`config.mk`:
```
export PLATFORM = sky130hd
export DESIGN_NAME = mips_core
export DESIGN_NICKNAME = d
export VERILOG_FILES = /design/src/rtl/mips_pkg.sv /design/src/rtl/alu.sv /design/src/rtl/alu_decoder.sv /design/src/rtl/main_decoder.sv /design/src/rtl/register_file.sv /design/src/rtl/datapath.sv /design/src/rtl/mips_core.sv
export SDC_FILE = /design/constraint.sdc
export NUM_CORES = 2
export LEC_CHECK = 0
export ABC_CLOCK_PERIOD_IN_PS = 8200
export BUFFER_PORTS_ARGS = -buffer_cell sky130_fd_sc_hd__buf_2
export CAP_MARGIN = 20
export CORE_MARGIN = 2
export CORE_UTILIZATION = 28
export DETAILED_ROUTE_END_ITERATION = 7
export MAX_ROUTING_LAYER = met4
export PLACE_DENSITY = 0.43
export SLEW_MARGIN = 20
export SYNTH_ARGS = -nofsm -noshare
export SYNTH_HDL_FRONTEND = slang
export SYNTH_HIERARCHICAL = 1
export SYNTH_SLANG_ARGS = --single-unit
```
`constraint.sdc`:
```
create_clock -name clk -period 8.2 [get_ports clk]
set_clock_uncertainty 0.15 [all_clocks]
set_input_delay 1.23 -clock clk [delete_from_list [all_inputs] [get_ports clk]]
set_output_delay 1.23 -clock clk [all_outputs]
set_load 0.01 [all_outputs]
```
`src/rtl/mips_pkg.sv`:
```
package mips_pkg;

    localparam int data_width     = 32;
    localparam int reg_addr_width = 5;

    // 9 single-bit controls plus the 4-bit aluop, jr is decoded on its own
    localparam int ctrl_width = 13;

    localparam logic [5:0] op_rtype = 6'b000000;
    localparam logic [5:0] op_lw    = 6'b100011;
    localparam logic [5:0] op_sw    = 6'b101011;
    localparam logic [5:0] op_beq   = 6'b000100;
    localparam logic [5:0] op_bne   = 6'b000101;
    localparam logic [5:0] op_addi  = 6'b001000;
    localparam logic [5:0] op_addiu = 6'b001001;
    localparam logic [5:0] op_andi  = 6'b001100;
    localparam logic [5:0] op_ori   = 6'b001101;
    localparam logic [5:0] op_xori  = 6'b001110;
    localparam logic [5:0] op_slti  = 6'b001010;
    localparam logic [5:0] op_lui   = 6'b001111;
    localparam logic [5:0] op_j     = 6'b000010;
    localparam logic [5:0] op_jal   = 6'b000011;

    localparam logic [5:0] funct_add = 6'b100000;
    localparam logic [5:0] funct_sub = 6'b100010;
    localparam logic [5:0] funct_and = 6'b100100;
    localparam logic [5:0] funct_or  = 6'b100101;
    localparam logic [5:0] funct_slt = 6'b101010;
    localparam logic [5:0] funct_jr  = 6'b001000;

    localparam logic [3:0] aluop_add   = 4'd0;
    localparam logic [3:0] aluop_sub   = 4'd1;
    localparam logic [3:0] aluop_and   = 4'd2;
    localparam logic [3:0] aluop_or    = 4'd3;
    localparam logic [3:0] aluop_xor   = 4'd4;
    localparam logic [3:0] aluop_slt   = 4'd5;
    localparam logic [3:0] aluop_lui   = 4'd6;
    localparam logic [3:0] aluop_funct = 4'd7; // look at funct field

    localparam logic [3:0] alu_add = 4'd0;
    localparam logic [3:0] alu_sub = 4'd1;
    localparam logic [3:0] alu_and = 4'd2;
    localparam logic [3:0] alu_or  = 4'd3;
    localparam logic [3:0] alu_xor = 4'd4;
    localparam logic [3:0] alu_slt = 4'd5;
    localparam logic [3:0] alu_lui = 4'd6;

endpackage

```
`src/rtl/alu.sv`:
```
`timescale 1ns/1ps

module alu (
    input  logic [mips_pkg::data_width-1:0] a,
    input  logic [mips_pkg::data_width-1:0] b,
    input  logic [3:0]                      alu_control,
    output logic [mips_pkg::data_width-1:0] result,
    output logic                            zero
);

    logic less; // signed compare

    assign less = $signed(a) < $signed(b);

    always_comb begin
        case (alu_control)
            mips_pkg::alu_add:
                result = a + b;
            mips_pkg::alu_sub:
                result = a - b;
            mips_pkg::alu_and:
                result = a & b;
            mips_pkg::alu_or:
                result = a | b;
            mips_pkg::alu_xor:
                result = a ^ b;
            mips_pkg::alu_slt:
                result = {{(mips_pkg::data_width-1){1'b0}}, less};
            mips_pkg::alu_lui:
                result = b << 16; // immediate to upper half
            default:
                result = '0;
        endcase
    end

    assign zero = (result == '0);

endmodule

```
`src/rtl/alu_decoder.sv`:
```
`timescale 1ns/1ps

module alu_decoder (
    input  logic [3:0] aluop,
    input  logic [5:0] funct,
    output logic [3:0] alu_control
);

    logic [3:0] funct_control;

    // r-type field decode
    always_comb begin
        case (funct)
            mips_pkg::funct_add: funct_control = mips_pkg::alu_add;
            mips_pkg::funct_sub: funct_control = mips_pkg::alu_sub;
            mips_pkg::funct_and: funct_control = mips_pkg::alu_and;
            mips_pkg::funct_or:  funct_control = mips_pkg::alu_or;
            mips_pkg::funct_slt: funct_control = mips_pkg::alu_slt;
            default:             funct_control = mips_pkg::alu_add;
        endcase
    end

    always_comb begin
        case (aluop)
            mips_pkg::aluop_add:   alu_control = mips_pkg::alu_add;
            mips_pkg::aluop_sub:   alu_control = mips_pkg::alu_sub;
            mips_pkg::aluop_and:   alu_control = mips_pkg::alu_and;
            mips_pkg::aluop_or:    alu_control = mips_pkg::alu_or;
            mips_pkg::aluop_xor:   alu_control = mips_pkg::alu_xor;
            mips_pkg::aluop_slt:   alu_control = mips_pkg::alu_slt;
            mips_pkg::aluop_lui:   alu_control = mips_pkg::alu_lui;
            mips_pkg::aluop_funct: alu_control = funct_control;
            default:               alu_control = mips_pkg::alu_add;
        endcase
    end

endmodule

```
`src/rtl/main_decoder.sv`:
```
`timescale 1ns/1ps

module main_decoder (
    input  logic [5:0] op,
    input  logic [5:0] funct,
    output logic       regwrite,
    output logic       regdst,
    output logic       alusrc,
    output logic       branch,
    output logic       ne,
    output logic       memwrite,
    output logic       memtoreg,
    output logic       jump,
    output logic       jr,
    output logic       link,
    output logic [3:0] aluop
);

    logic [mips_pkg::ctrl_width-1:0] controls;

    assign jr = (op == mips_pkg::op_rtype) && (funct == mips_pkg::funct_jr);

    assign {regwrite, regdst, alusrc, branch, ne, memwrite,
            memtoreg, jump, link, aluop} = controls;

    // bit order regwrite regdst alusrc branch ne memwrite memtoreg jump link
    always_comb begin
        if (jr) begin
            controls = '0; // only the pc moves
        end else begin
            case (op)
                mips_pkg::op_rtype:
                    controls = {9'b110000000, mips_pkg::aluop_funct};
                mips_pkg::op_lw:
                    controls = {9'b101000100, mips_pkg::aluop_add};
                mips_pkg::op_sw:
                    controls = {9'b001001000, mips_pkg::aluop_add};
                mips_pkg::op_beq:
                    controls = {9'b000100000, mips_pkg::aluop_sub};
                mips_pkg::op_bne:
                    controls = {9'b000110000, mips_pkg::aluop_sub};
                mips_pkg::op_addi, mips_pkg::op_addiu:
                    controls = {9'b101000000, mips_pkg::aluop_add};
                mips_pkg::op_andi:
                    controls = {9'b101000000, mips_pkg::aluop_and};
                mips_pkg::op_ori:
                    controls = {9'b101000000, mips_pkg::aluop_or};
                mips_pkg::op_xori:
                    controls = {9'b101000000, mips_pkg::aluop_xor};
                mips_pkg::op_slti:
                    controls = {9'b101000000, mips_pkg::aluop_slt};
                mips_pkg::op_lui:
                    controls = {9'b101000000, mips_pkg::aluop_lui};
                mips_pkg::op_j:
                    controls = {9'b000000010, mips_pkg::aluop_add};
                mips_pkg::op_jal:
                    controls = {9'b100000011, mips_pkg::aluop_add}; // link to r31
                default:
                    controls = '0; // unknown op acts as nop
            endcase
        end
    end

endmodule

```
`src/rtl/register_file.sv`:
```
`timescale 1ns/1ps

module register_file (
    input  logic                                clk,
    input  logic                                rst,
    input  logic [mips_pkg::reg_addr_width-1:0] ra1,
    input  logic [mips_pkg::reg_addr_width-1:0] ra2,
    input  logic [mips_pkg::reg_addr_width-1:0] wa,
    input  logic [mips_pkg::data_width-1:0]     wd,
    input  logic                                we,
    output logic [mips_pkg::data_width-1:0]     rd1,
    output logic [mips_pkg::data_width-1:0]     rd2
);

    logic [mips_pkg::data_width-1:0] regs [2**mips_pkg::reg_addr_width];

    always_ff @(posedge clk) begin
        if (rst) begin
            for (int i = 0; i < 2**mips_pkg::reg_addr_width; i++) begin
                regs[i] <= '0;
            end
        end else if (we && (wa != '0)) begin // r0 stays zero
            regs[wa] <= wd;
        end
    end

    assign rd1 = (ra1 == '0) ? '0 : regs[ra1];
    assign rd2 = (ra2 == '0) ? '0 : regs[ra2];

endmodule

```
`src/rtl/datapath.sv`:
```
`timescale 1ns/1ps

module datapath (
    input  logic                            clk,
    input  logic                            rst,
    input  logic                            regwrite,
    input  logic                            regdst,
    input  logic                            alusrc,
    input  logic                            branch,
    input  logic                            ne,
    input  logic                            memtoreg,
    input  logic                            jump,
    input  logic                            jr,
    input  logic                            link,
    input  logic [3:0]                      alu_control,
    input  logic [mips_pkg::data_width-1:0] instr,
    input  logic [mips_pkg::data_width-1:0] data_rdata,
    output logic [mips_pkg::data_width-1:0] instr_addr,
    output logic [mips_pkg::data_width-1:0] data_addr,
    output logic [mips_pkg::data_width-1:0] data_wdata
);

    logic [mips_pkg::data_width-1:0]     pc, pc_plus4, pc_branch, pc_jump, pc_next;
    logic [mips_pkg::data_width-1:0]     imm_ext, srcb, alu_result, rd1, rd2, wd;
    logic [mips_pkg::reg_addr_width-1:0] wa;
    logic                                zero, zero_ext, take_branch;

    always_ff @(posedge clk) begin
        if (rst) begin
            pc <= '0;
        end else begin
            pc <= pc_next;
        end
    end

    assign pc_plus4 = pc + 32'd4;

    // logical immediates are zero extended
    assign zero_ext = (instr[31:26] == mips_pkg::op_andi) ||
                      (instr[31:26] == mips_pkg::op_ori) ||
                      (instr[31:26] == mips_pkg::op_xori);
    assign imm_ext = zero_ext ? {16'b0, instr[15:0]} : {{16{instr[15]}}, instr[15:0]};

    assign pc_branch   = pc_plus4 + {imm_ext[29:0], 2'b00};
    assign pc_jump     = {pc_plus4[31:28], instr[25:0], 2'b00};
    assign take_branch = branch & (zero ^ ne); // ne flips the sense for bne

    always_comb begin
        if (jr) begin
            pc_next = rd1;
        end else if (jump) begin
            pc_next = pc_jump;
        end else if (take_branch) begin
            pc_next = pc_branch;
        end else begin
            pc_next = pc_plus4;
        end
    end

    always_comb begin
        if (link) begin
            wa = 5'd31; // jal return address
        end else if (regdst) begin
            wa = instr[15:11];
        end else begin
            wa = instr[20:16];
        end
    end

    assign wd   = link ? pc_plus4 : (memtoreg ? data_rdata : alu_result);
    assign srcb = alusrc ? imm_ext : rd2;

    register_file i_register_file (
        .clk (clk),
        .rst (rst),
        .ra1 (instr[25:21]),
        .ra2 (instr[20:16]),
        .wa  (wa),
        .wd  (wd),
        .we  (regwrite),
        .rd1 (rd1),
        .rd2 (rd2)
    );

    alu i_alu (
        .a           (rd1),
        .b           (srcb),
        .alu_control (alu_control),
        .result      (alu_result),
        .zero        (zero)
    );

    assign instr_addr = pc;
    assign data_addr  = alu_result;
    assign data_wdata = rd2;

endmodule

```
`src/rtl/mips_core.sv`:
```
`timescale 1ns/1ps

module mips_core (
    input  logic                            clk,
    input  logic                            rst,
    input  logic [mips_pkg::data_width-1:0] instr,
    input  logic [mips_pkg::data_width-1:0] data_rdata,
    output logic [mips_pkg::data_width-1:0] instr_addr,
    output logic [mips_pkg::data_width-1:0] data_addr,
    output logic [mips_pkg::data_width-1:0] data_wdata,
    output logic                            data_we
);

    logic       regwrite, regdst, alusrc, branch, ne;
    logic       memtoreg, jump, jr, link;
    logic [3:0] aluop, alu_control;

    main_decoder i_main_decoder (
        .op       (instr[31:26]),
        .funct    (instr[5:0]),
        .regwrite (regwrite),
        .regdst   (regdst),
        .alusrc   (alusrc),
        .branch   (branch),
        .ne       (ne),
        .memwrite (data_we), // store strobe goes straight out
        .memtoreg (memtoreg),
        .jump     (jump),
        .jr       (jr),
        .link     (link),
        .aluop    (aluop)
    );

    alu_decoder i_alu_decoder (
        .aluop       (aluop),
        .funct       (instr[5:0]),
        .alu_control (alu_control)
    );

    datapath i_datapath (
        .clk         (clk),
        .rst         (rst),
        .regwrite    (regwrite),
        .regdst      (regdst),
        .alusrc      (alusrc),
        .branch      (branch),
        .ne          (ne),
        .memtoreg    (memtoreg),
        .jump        (jump),
        .jr          (jr),
        .link        (link),
        .alu_control (alu_control),
        .instr       (instr),
        .data_rdata  (data_rdata),
        .instr_addr  (instr_addr),
        .data_addr   (data_addr),
        .data_wdata  (data_wdata)
    );

endmodule

```
==> After elaboration in Yosys (flattened, before gate mapping) <==
Memories as Yosys holds them, arrays and structs flattened.
Index checks and enable logic that the tools add are counted.
Widths: inputs -> output; s select.
{ "totals": {"ff_bits": 32, "ramBits": 1024, "romBits": 768, "inputBits": 66, "output_inout_bits": 97, "word_cells": 68, "n_memories": 2} }
{ "memory_table": {"columns": ["memory", "depth", "width", "read_ports", "rd_ports_with_merged_regs", "wr", "line", "source"], "rows": [
  ["i_datapath.i_register_file.regs", 32, 32, 2, 0, 32, "register_file.sv:15", "logic [mips_pkg::data_width-1:0] regs [2**mips_pkg::reg_addr_width];"],
  ["(name not given)", 64, 12, 1, 0, 0, "main_decoder.sv:31", "case (op)"]
]} }
{ "op_classes": {"n_addsub": 4, "n_lt_le_gt_ge": 1, "n_eq_ne": 21, "n_mux": 23, "bitwise": 5, "n_reduce_logical": 11} }
{ "ops": {"columns": ["op", "count"], "rows": [
  ["$mux 32", 10],
  ["$pmux 32 s7", 1],
  ["$add 32x32->32", 2],
  ["$add 32x3->32 const B", 1],
  ["$and 32x32->32", 1],
  ["$logic_not 32->1", 1],
  ["$lt 32x32->1", 1],
  ["$or 32x32->32", 1],
  ["$reduce_or 32->1", 1],
  ["$sub 32x32->32", 1],
  ["$xor 32x32->32", 1],
  ["$eq 6x4->1 const B", 4],
  ["$eq 6x6->1 const B", 4],
  ["$pmux 3 s7", 1],
  ["$eq 4x3->1 const B", 4],
  ["$mux 5", 3],
  ["$mux 13", 1],
  ["$pmux 3 s4", 1],
  ["$logic_not 5->1", 2],
  ["$eq 3x3->1 const B", 3],
  ["$eq 4x2->1 const B", 2],
  ["$eq 3x2->1 const B", 2],
  ["$logic_not 6->1", 1],
  ["$mux 1", 6],
  ["8 further kinds", 10]
]} }

==> Longest topological paths before layout <==
{ "depth": {"word_depth": 13, "depth_mapped": 34, "depth_no_buf": 27} }

==> Modules after synthesis <==
Netlist, hierarchy kept.
{ "by_module_without_submodules": {"columns": ["module", "n_inst", "cells_each", "area_per_inst_um2", "seq_area_each_um2"], "rows": [
  ["register_file", 1, 3502, 54253.3, 30749.5],
  ["alu", 1, 900, 5876.9, 0.0],
  ["datapath", 1, 706, 4911.0, 640.6],
  ["main_decoder", 1, 42, 350.3, 0.0],
  ["alu_decoder", 1, 15, 95.1, 0.0]
]} }

==> Worst setup path after synthesis <==
OpenSTA, ideal clock, no wires.
{ "synth_path": {"path_type": "input port to flip-flop", "from": "input instr[16] (netlist bit)", "to": "register i_datapath.pc (netlist bit i_datapath/instr_addr[4])", "setup_ns": 0.065, "arrival_time_ns": 7.605, "t_required_ns": 7.985, "path_slack_ns": 0.380, "path_stages": 32, "n_path_buf": 8, "cell_sequence": "buf_2 buf_6 buf_6 buf_4 buf_2 mux2i_1 o22ai_1 a2111oi_1 nor3_1 mux2_2 inv_1 ha_1 buf_6 or3_1 nand3b_4 nor4b_4 nor4b_2 o21ai_2 nor2_1 a2111o_1 o41a_1 or3_1 or4_1 nor2_1 xor2_1 and2_1 clkbuf_1 clkbuf_1 nor2_1 o311ai_0 o21ai_0 nor2_1"} }
{ "synth_between": {"elab_chain_len": 11, "elab_cells_between_ends": 17, "cone_classes": "2 x add/sub; 1 x order compare; 6 x mux; 5 x bitwise; 2 x reduce/logical; 1 x memory"} }
{ "synth_lines": {"columns": ["element", "line", "source"], "rows": [
  ["from (decl)", "mips_core.sv:6", "input logic [mips_pkg::data_width-1:0] instr,"],
  ["$mem_v2 32x32 / $logic_not 5->1 (equally long branches)", null, null],
  ["$mux 32 *", "register_file.sv:28", "assign rd2 = (ra2 == '0) ? '0 : regs[ra2];"],
  ["via data_wdata, one bit", "mips_core.sv:10", "output logic [mips_pkg::data_width-1:0] data_wdata,"],
  ["$mux 32 *", "datapath.sv:71", "assign srcb = alusrc ? imm_ext : rd2;"],
  ["via i_datapath.srcb, one bit", "datapath.sv:24", "logic [mips_pkg::data_width-1:0] imm_ext, srcb, alu_result, rd1, rd2, wd;"],
  ["$sub 32x32->32 / $add 32x32->32 (equally long branches)", "alu.sv:20, alu.sv:18", null],
  ["$pmux 32 s7 *", "alu.sv:16", "case (alu_control)"],
  ["via data_addr, one bit", "mips_core.sv:9", "output logic [mips_pkg::data_width-1:0] data_addr,"],
  ["$logic_not 32->1 *", "alu.sv:36", "assign zero = (result == '0);"],
  ["via i_datapath.zero", "datapath.sv:26", "logic zero, zero_ext, take_branch;"],
  ["$xor 1x1->1 *", "datapath.sv:46", "assign take_branch = branch & (zero ^ ne);"],
  ["$and 1x1->1 *", "datapath.sv:46", null],
  ["$mux 32 *", "datapath.sv:53", "end else if (take_branch) begin"],
  ["$mux 32 *", "datapath.sv:51", "end else if (jump) begin"],
  ["$mux 32 *", "datapath.sv:49", "if (jr) begin"],
  ["to (signal assigned)", "datapath.sv:32", "pc <= pc_next;"],
  ["to (decl)", "datapath.sv:23", "logic [mips_pkg::data_width-1:0] pc, pc_plus4, pc_branch, pc_jump, pc_next;"]
]} }
Mark *: on every way through the listed nets, which the timed path passes. The rest lies on a longest branch.
A chain may end at the register's enable or synchronous reset.

==> Worst setup path in the final report <==
{ "layout_path": {"from": "input instr[18] (netlist bit)", "to": "output data_addr[26] (netlist bit)"} }
{ "layout_between": {"elab_chain_len": 5, "elab_cells_between_ends": 10, "cone_classes": "2 x add/sub; 3 x mux; 3 x bitwise; 1 x reduce/logical; 1 x memory"} }
{ "layout_lines": {"columns": ["element", "line"], "rows": [
  ["$mem_v2 32x32 / $logic_not 5->1 (equally long branches)", null],
  ["$mux 32 *", "register_file.sv:28"],
  ["$mux 32 *", "datapath.sv:71"],
  ["via i_datapath.srcb, one bit", "datapath.sv:24"],
  ["$sub 32x32->32 / $add 32x32->32 (equally long branches)", "alu.sv:20, alu.sv:18"],
  ["$pmux 32 s7 *", "alu.sv:16"],
  ["to (decl)", "mips_core.sv:9"]
]} }
Marked as above.

==> impl_results.md <==
- Outcome: finished, final reports clean
- # IOs: 163
- Congestion Overflow GR: 0
- Grt met2 use: 39.8%
- Netlist cell types: 111
- MaxCap Viol Count: 0
- Fin cells: 9117
- Via count: 50900
- Placed Instances: 8856
- CP most frequent cell: buf_4
- Register area share after synthesis: 47.9%
- Largest family of logic cells by synthesized area: multiplexers
- Largest net degree at the start of global routing: 63
- First DRT Iteration DRCs: 5941
- Compound-Gate Fraction of Synth Area: 8.62%
- First-pass GRT wire length: 418 mm
- Port Buf Inserts: 162
- Max stage delay on crit path: 480 ps
- Async SR Flop Fraction: 0%
- Setup-failing EPs final: 0
- Kind of critical path: input port to primary output
- Die ar.: 0.238 sq mm
- WP data arrival: 6760 ps
- Register Area: 0.0314 sq mm
- Post-Route WL: 304 mm
- Psw: 5.73 mW
- Rel. slew slack: 24.5%
- Crit path max fanout: 10
- P per Cell Area: 207 mW/mm^2
- Drt wl/cell: 33.4 um
- Internal power: 11.2 mW
- DRC: 0
- Met1 Use GR: 34.8%
- Most used routing layer: met2
- YS warnings: 6
- Clock Power Share: 33.6%
- NumNets Final: 6165
- Layout area overhead: 25.5%
- Commonest non-fill, non-tap cell in the layout: edfxtp_1
- Num CTS Buffers: 130
- Die height: 488 um
- Final Hold Fails: 0
- Setup crit start kind: input port
- Post-synthesis simple-gate area fraction: 15.4%
- Mux cell area share after synthesis: 20.2%
- CTS clk-pin slew, worst paths: 50 ps
- Clock tree from TritonCTS: done
- Number of synthesized flops with an enable pin: 1024
- Post-synthesis adder-cell area fraction: 2.71%
- CORE AREA: 0.233 sq mm
- Post-Syn Instances: 5165
- #FFs+latches synth: 1056
- Ranking of synthesized cells by area: edfxtp_1 (47%), mux4_2 (16%), and2_1 (9.6%)
- Worst vdd ir: 222 uV
- Placer Congestion: 0.977
- Fin. max-slew vios: 0
- Fillers: 22700
- Max Fclk: 123 MHz
- Crit path max-delay cell type: or3b_2
- Vias in the first global route: 50800
- RSZ-0062 raised after global routing: yes
- Multi-input logic area: 0.0327 sq mm
- Routed Antenna Nets: 0
- Area leader, netlist: edfxtp_1
- Synth Area per Inst: 12.7 sq um
- Worst-Skew Late Latency: 810 ps
- Clk buf depth: 3
- CTS sink count: 1056
- Clk Tree Root Cell: clkbuf_16
- Hold crit path type: flop to flop
- Row count: 177
- CP Buf/Inv Count: 12
- First-pass iteration count of the detailed router: 5
- Vias per cell: 5.58
- Final Critical Period: 8140 ps
- Die extent in x: 488 um
- Dpl hpwl: 217 mm
- Starting Density: 28.2%
- All-Layer GR Usage: 25.9%
- Sw Ratio: 33.8%
- Most frequent cells in the layout: edfxtp_1 (1024), and2_1 (1008), buf_4 (836)
- Post-cts hold buffer count: 0
- Ys flop type: edfxtp_1
- Gate power share: 29.7%
- Synth Cell Area: 0.0655 sq mm
- Measured slew at the worst slew-check pin: 1130 ps
- Initial antenna violation count: 24
- H-tree depth: 4
- Xor and xnor fraction of the mapped netlist area: 0.848%
- Met3 GRT Util: 4.29%
- Layout cells sized above 1: 34.5%
- Share of the synthesized area in the top cell type: 47.0%
- Critical path's top delay family: buffers and inverters
- Worst setup EP type: primary output
- LEAKAGE: 31.2 nW
- Tcrit/Tclk final: 99.3%
- Worst EP required: 6820 ps
- Register share of total power: 36.6%
- Total power draw: 17.0 mW
==> sequential cells by signal, summed over array words and instances, names as in the netlist <==
signal	count
i_datapath/i_register_file/regs	1024
i_datapath/instr_addr	32
==> cells by family after synthesis <==
logic type,after synthesis
and+or+nand+nor,1751
AOI/OAI and AO/OA,801
xor gates and xnor gates,61
other,3
buffers and inverters,632
muxes,721
DFF,1056
adders and majority gates,140
==> stage by stage <==
stage               setup TNS [ps]  utilization (%)  area (sq um)  setup slack, ps  hold slack (ps)
floorplan                        0                -         65600              380              501
global placement           -152600             33.1         77100            -1710              519
detailed placement          -84590             33.2         77100            -1460              514
CTS                          -10.2             35.1         81600            -10.2              527
global route                 -32.6             35.3         82100            -26.3              595
finish                           0             35.3         82200             61.5              544
==> cell type report <==
type	count	share of cell area [%]
Multi-Input combinational cell	3508	39.8
Sequential cell	1056	38.2
Antenna cell	16	0.0487
Clock buffer	160	4.11
Timing Repair Buffer	1118	11.6
Inverter	146	0.667
Clock inverter	70	0.944
Tap cell	3043	4.63
==> worst min-delay path, delay by kind of cell (launching register included) <==
family / cells / cell delay, ps
DFF: 1 / 350
xor gates and xnor gates: 1 / 130
AOI/OAI and AO/OA: 1 / 80
and+or+nand+nor: 1 / 80
==> timing repair <==
item	4_1_cts	5_1_grt
setup buffers	2	12
pin swaps	3	11
gates cloned	0	1
endpoints found under the setup margin	46	40
gates resized for setup	56	86
==> worst paths after layout <==
kind | to | slack [ps] | from | cells past startpoint
setup / recovery | data_addr[26] | 60 | instr[18] | 27
hold / removal | i_datapath/instr_addr[31] | 540 | i_datapath/instr_addr[31] | 3
setup reg to reg | i_datapath/instr_addr[24] | 740 | i_datapath/i_register_file/regs[31][3] | 27
hold reg to reg | i_datapath/instr_addr[31] | 540 | i_datapath/instr_addr[31] | 3
==> cell usage after synthesis, types with 44 or more instances <==
| master | n |
|---|---|
| a22o_1 | 51 |
| mux2i_1 | 197 |
| buf_2 | 62 |
| mux2_2 | 50 |
| mux4_2 | 473 |
| nand3_1 | 52 |
| and2_1 | 1009 |
| a21oi_1 | 150 |
| ha_1 | 136 |
| o21ai_0 | 114 |
| nor2_1 | 188 |
| edfxtp_1 | 1024 |
| clkbuf_1 | 339 |
| o22ai_1 | 114 |
| nor3_1 | 95 |
| nand2_1 | 170 |
| inv_1 | 138 |
| buf_4 | 44 |
==> power groups by stage <==
stage	Clock [mW]	Combinational, mW	Sequential (mW)
6_report	5.71	5.05	6.22
4_1_cts	5.81	4.91	6.21
3_5_place_dp	0	4.86	6.32
3_3_place_gp	0	4.87	6.32
5_1_grt	6.01	5.24	6.23
2_1_floorplan	0	2.06	6.27
==> layer usage <==
| layer | vias up | wire length (um) | part of all wire, % |
|---|---|---|---|
| met2 | 2564 | 138000 | 45 |
| met4 | 0 | 11100 | 3.6 |
| li1 | 21300 | - | - |
| met5 | - | 0 | 0 |
| met3 | 418 | 23700 | 7.8 |
| met1 | 26600 | 131000 | 43 |
Note: power is estimated with default switching activity, not from simulation.
